**src/logic/dma_params.svh**
```systemverilog
`ifndef DMA_PARAMS_SVH
`define DMA_PARAMS_SVH

// Byte address and beat widths
`define DMA_ADDR_WIDTH 32
`define DMA_DATA_WIDTH 64

// Longest burst in beats
`define DMA_MAX_BURST 256

// On-chip memory depth in beats, indexed by byte address bits 12..3
`define DMA_MEM_WORDS 1024

`define DMA_FIFO_DEPTH 4

`endif

```
**src/logic/dma_pkg.sv**
```systemverilog
`include "dma_params.svh"

package dma_pkg;

   // Byte address, also used for byte lengths
   typedef logic [`DMA_ADDR_WIDTH-1:0] addr_t;

   // One beat on the read or write data channel
   typedef logic [`DMA_DATA_WIDTH-1:0] data_t;

   // Burst length in beats minus one
   typedef logic [$clog2(`DMA_MAX_BURST)-1:0] len_t;

   // Read request as held in the memory's request queue
   typedef struct packed {
      addr_t addr;
      len_t  len;
   } burst_t;

   // Read beat as held in the memory's beat queue
   typedef struct packed {
      data_t data;
      logic  last;
   } rbeat_t;

endpackage

```
**src/logic/data_mover.sv**
```systemverilog
`timescale 1ns/1ps
`include "dma_params.svh"

module data_mover (
   input  logic            aclk,
   input  logic            aresetn,
   input  dma_pkg::addr_t  src_addr,
   input  dma_pkg::addr_t  dest_addr,
   input  dma_pkg::addr_t  length,
   input  logic            en,
   output logic            done,
   // Read request
   output dma_pkg::addr_t  ar_addr,
   output dma_pkg::len_t   ar_len,
   output logic            ar_valid,
   input  logic            ar_ready,
   // Read data
   input  dma_pkg::data_t  r_data,
   input  logic            r_last,
   input  logic            r_valid,
   output logic            r_ready,
   // Write request
   output dma_pkg::addr_t  aw_addr,
   output dma_pkg::len_t   aw_len,
   output logic            aw_valid,
   input  logic            aw_ready,
   // Write data and response
   output dma_pkg::data_t  w_data,
   output logic            w_last,
   output logic            w_valid,
   input  logic            w_ready,
   input  logic            b_valid,
   output logic            b_ready
);

   import dma_pkg::*;

   localparam int    ADDR_SHIFT  = $clog2(`DMA_DATA_WIDTH / 8);
   localparam addr_t BURST_BYTES = addr_t'(`DMA_MAX_BURST) << ADDR_SHIFT;
   localparam len_t  MAX_LEN     = len_t'(`DMA_MAX_BURST - 1);

   typedef enum logic [1:0] {
      S_IDLE,
      S_ADDR,
      S_WAIT,
      S_RESP
   } state_t;

   state_t state;

   // Job as latched from the host, then walked burst by burst
   addr_t src_next;
   addr_t dest_next;
   addr_t len_left;
   addr_t beats_left;
   logic  big_burst;

   logic  ar_taken;
   logic  aw_taken;
   logic  ar_hs;
   logic  aw_hs;

   // Read beats go straight out as write beats
   assign w_data  = r_data;
   assign w_last  = r_last;
   assign w_valid = r_valid;
   assign r_ready = w_ready;

   assign ar_hs = ar_valid && ar_ready;
   assign aw_hs = aw_valid && aw_ready;

   assign beats_left = len_left >> ADDR_SHIFT;
   assign big_burst  = (beats_left > addr_t'(`DMA_MAX_BURST));

   always_ff @(posedge aclk or negedge aresetn) begin
      if (!aresetn) begin
         state    <= S_IDLE;
         done     <= 1'b1;
         ar_valid <= 1'b0;
         aw_valid <= 1'b0;
         ar_taken <= 1'b0;
         aw_taken <= 1'b0;
         b_ready  <= 1'b0;
      end else begin
         case (state)
            S_IDLE: begin
               if (en) begin
                  done  <= 1'b0;
                  state <= S_ADDR;
               end
            end
            S_ADDR: begin
               ar_valid <= 1'b1;
               aw_valid <= 1'b1;
               ar_taken <= 1'b0;
               aw_taken <= 1'b0;
               state    <= S_WAIT;
            end
            S_WAIT: begin
               if (ar_hs) begin
                  ar_valid <= 1'b0;
                  ar_taken <= 1'b1;
               end
               if (aw_hs) begin
                  aw_valid <= 1'b0;
                  aw_taken <= 1'b1;
               end
               // Both requests out, now wait for the write response
               if ((ar_taken || ar_hs) && (aw_taken || aw_hs)) begin
                  b_ready <= 1'b1;
                  state   <= S_RESP;
               end
            end
            S_RESP: begin
               if (b_valid) begin
                  b_ready <= 1'b0;
                  if (len_left == '0) begin
                     done  <= 1'b1;
                     state <= S_IDLE;
                  end else begin
                     state <= S_ADDR;
                  end
               end
            end
            default: state <= S_IDLE;
         endcase
      end
   end

   always_ff @(posedge aclk) begin
      if (state == S_IDLE && en) begin
         src_next  <= src_addr;
         dest_next <= dest_addr;
         len_left  <= length;
      end else if (state == S_ADDR) begin
         ar_addr <= {src_next[`DMA_ADDR_WIDTH-1:ADDR_SHIFT], {ADDR_SHIFT{1'b0}}};
         aw_addr <= {dest_next[`DMA_ADDR_WIDTH-1:ADDR_SHIFT], {ADDR_SHIFT{1'b0}}};
         if (big_burst) begin
            ar_len    <= MAX_LEN;
            aw_len    <= MAX_LEN;
            len_left  <= len_left - BURST_BYTES;
            src_next  <= src_next + BURST_BYTES;
            dest_next <= dest_next + BURST_BYTES;
         end else begin
            // Remainder fits in one burst
            ar_len   <= len_t'(beats_left - 1'b1);
            aw_len   <= len_t'(beats_left - 1'b1);
            len_left <= '0;
         end
      end
   end

endmodule

```
**config.mk**
```make
export PLATFORM = sky130hd
export DESIGN_NAME = data_mover
export DESIGN_NICKNAME = d
export VERILOG_FILES = /design/src/logic/dma_pkg.sv /design/src/logic/data_mover.sv
export VERILOG_INCLUDE_DIRS = /design/src /design/src/logic
export SDC_FILE = /design/constraint.sdc
export NUM_CORES = 1
export LEC_CHECK = 0
export ABC_CLOCK_PERIOD_IN_PS = 6600
export BUFFER_PORTS_ARGS = -buffer_cell sky130_fd_sc_hd__buf_2
export CAP_MARGIN = 10
export CORE_ASPECT_RATIO = 1.5
export CORE_MARGIN = 1
export CORE_UTILIZATION = 45
export CTS_BUF_LIST = sky130_fd_sc_hd__clkbuf_16
export DETAILED_ROUTE_END_ITERATION = 6
export GPL_ROUTABILITY_DRIVEN = 0
export PLACE_DENSITY = 0.87
export SLEW_MARGIN = 5
export SYNTH_ARGS = -nofsm -noshare
export SYNTH_HDL_FRONTEND = slang
export SYNTH_SLANG_ARGS = --single-unit
```
**constraint.sdc**
```tcl
create_clock -name aclk -period 6.6 [get_ports aclk]
set_input_delay 1.32 -clock aclk [delete_from_list [all_inputs] [get_ports aclk]]
set_output_delay 1.32 -clock aclk [all_outputs]
set_load 0.01 [all_outputs]
```
==> out/metrics.yaml <==
worstSetupPathType: "register to register"
dieArea_um2: 18100
layout.cells.most_common: "buf_2"
met2_length_mm: 9.36
place_inst: 933
yosysSeqAreaShare_pct: 61.8
leakage_nw: 3.36
layout_common_cells: "buf_2, edfxtp_1, nand2_1, o21ai_0, xor2_1"
layout_setup_ws_ps: 3180
pwr-share-seq_pct: 48.7
synth-edff-count: 156
period_needed_ps: 3420
portBuffers: 173
placed_cell_area_um2: 8380
cp.required_ps: 6770
finalNetCount: 918
synthArstFlopShare_pct: 4.88
drc: 0
clock_path_buffers: 2
row_count: 59
slew_headroom_pct: 37.2
hold_viol_final: 0
p_switching_mw: 1.42
powerDensity_nw_per_um2: 481
vias: 5106
cts_sinks: 164
switching_share_pct: 32.6
yosys_register_bits: 164
grt_start_max_net_pins: 83
met1Wirelength_mm: 6.00
avgSynthCellArea_um2: 12.2
grt_remaining_overflow: 0
clock.fmax_mhz: 292
n_fill_cell: 1502
routed-wl-met3_mm: 1.88
worst_pin_slew_ps: 941
topRoutingLayerUsed: "met4"
synthFlopType: "edfxtp_1"
via_per_inst: 5.30
clock_skew_ps: 12.8
cts_tree: "built"
cts_resized: 0
die_w_um: 110
stdcell_count: 964
cp-end-kind: "register"
start_util_pct: 45.7
antenna_cells: 0
rrSetupSlack_ps: 3180
drt-total-wl_mm: 17.8
critPathMaxFanout: 82
place_ws_ps: 2820
syn_to_final_growth_pct: 14.3
syn_inst: 647
hp-class: "register to register"
pwr-share-comb_pct: 25.7
track_usage_pct: 20.1
root_buffer: "clkbuf_16"
final_area_um2: 9030
clock_latency_ps: 420
pwr-share-clk_pct: 25.6
hold_buffers: 0
power.internal_mw: 2.92
clkSlewWorstSetupHoldPaths_ps: 70
grt_pass1_wl_mm: 26.6
antenna_found_initial: 0
pin_count: 320
wl_per_cell_um: 18.5
status: "finished clean"
cts_setup_buffers: 0
cp-start-kind: "register"
min_period_over_period_pct: 51.8
layout-drive-gt1-share_pct: 29.6
synth.distinct_cells: 45
grt_pass1_vias: 5085
h-tree-depth: 4
coreArea_um2: 17300
maxCapViolations: 0
hpwl_mm: 13.0
cts_made_buffers: 17
ys_warn_count: 0
die_h_um: 164
drt_iter0_drc: 322
drt_first_pass_iters: 4
worstPathArrival_ps: 3590
rsz0062_at_grt: "false"
ant_nets: 0
synth_area_um2: 7900
slew_viol_final: 0
final_util_pct: 52.3
vdd_drop_max_uv: 252
finalSetupViolations: 0
fin_setup_tns_ps: 0
[power groups by stage]
stage	sequential [mW]	clock, mW	combinational [mW]
final	2.11	1.11	1.11
after global routing	2.18	1.18	1.26
after detailed placement	2.13	0	1.13
after floorplan	2.14	0	0.740
after global placement	2.10	0	1.09
after CTS	2.11	1.13	1.14
[worst paths after layout]
| kind | from | endpoint | cells after the start |
|---|---|---|---|
| worst max-delay path | state[0] | src_next[12] | 5 |
| worst min-delay path | dest_next[5] | aw_addr[5] | 0 |
| worst max register to register | state[0] | src_next[12] | 5 |
| worst min register to register | dest_next[5] | aw_addr[5] | 0 |
| max in group asynchronous | aresetn | done | 1 |
| min in group asynchronous | aresetn | state[0] | 1 |
[routing by layer]
layer	vias to the layer above	global-route usage, %
met3	54	9.92
li1	2430	-
met5	-	0
met4	0	10.3
met2	224	34.8
met1	2398	19.3
[worst max-delay path: stages (launching register included)]
cell	delay, ps
dfrtp_1	430
inv_1	140
ha_1	710
and2_4	740
buf_4	670
mux2_2	410
[cell families (layout without fill, tap and decap cells)]
group           count (synthesis)  in the layout  synth area share [%]
fa+ha+maj                      10             10                  1.58
xor+xnor                       60             60                  6.65
mux                             3              3                 0.427
buf+inv                       119            218                  9.75
other cells                     1              6                0.0475
flops                         164            164                  61.8
compound gates                 80             80                  6.17
simple gates                  210            210                  13.5
[flip-flops by register name, indices dropped and copies added, names as in the netlist, 2 cells and up]
name,cells
aw_len,8
dest_next,29
aw_addr,29
src_next,29
len_left,32
ar_addr,29
state,2
[cell usage after synthesis (all sizes together), types with 7 or more instances]
library cell  number  area (µm²)
and3              34         213
nand3             21         105
xnor2             23         201
buf               87         651
inv               10        37.5
xor2              37         324
edfxtp           156        4680
ha                10         125
nor2              20        75.1
o31ai             21         163
nor3               9        56.3
clkbuf            22        82.6
a21oi              7        35.0
dfrtp              7         175
nor4              11        90.1
nand2             86         323
o21ai             41         205
nand4              9        56.3
[metrics by stage]
| step | hold slack (ps) | total power, mW |
|---|---|---|
| global route | 427 | 4.61 |
| detailed placement | 405 | 3.26 |
| finish | 421 | 4.34 |
| CTS | 421 | 4.39 |
| global placement | 402 | 3.19 |
| floorplan | 400 | 2.88 |
[cell type report]
type | instances | area (µm²) | share of cell area, %
Clock inverter | 14 | 233 | 2.58
Inverter | 10 | 37.5 | 0.415
Clock buffer | 17 | 425 | 4.71
Multi-Input combinational cell | 369 | 2290 | 25.4
Timing Repair Buffer | 177 | 896 | 9.92
Sequential cell | 164 | 4890 | 54.1
Tap cell | 213 | 267 | 2.95
(Power assumes the default switching activity.)
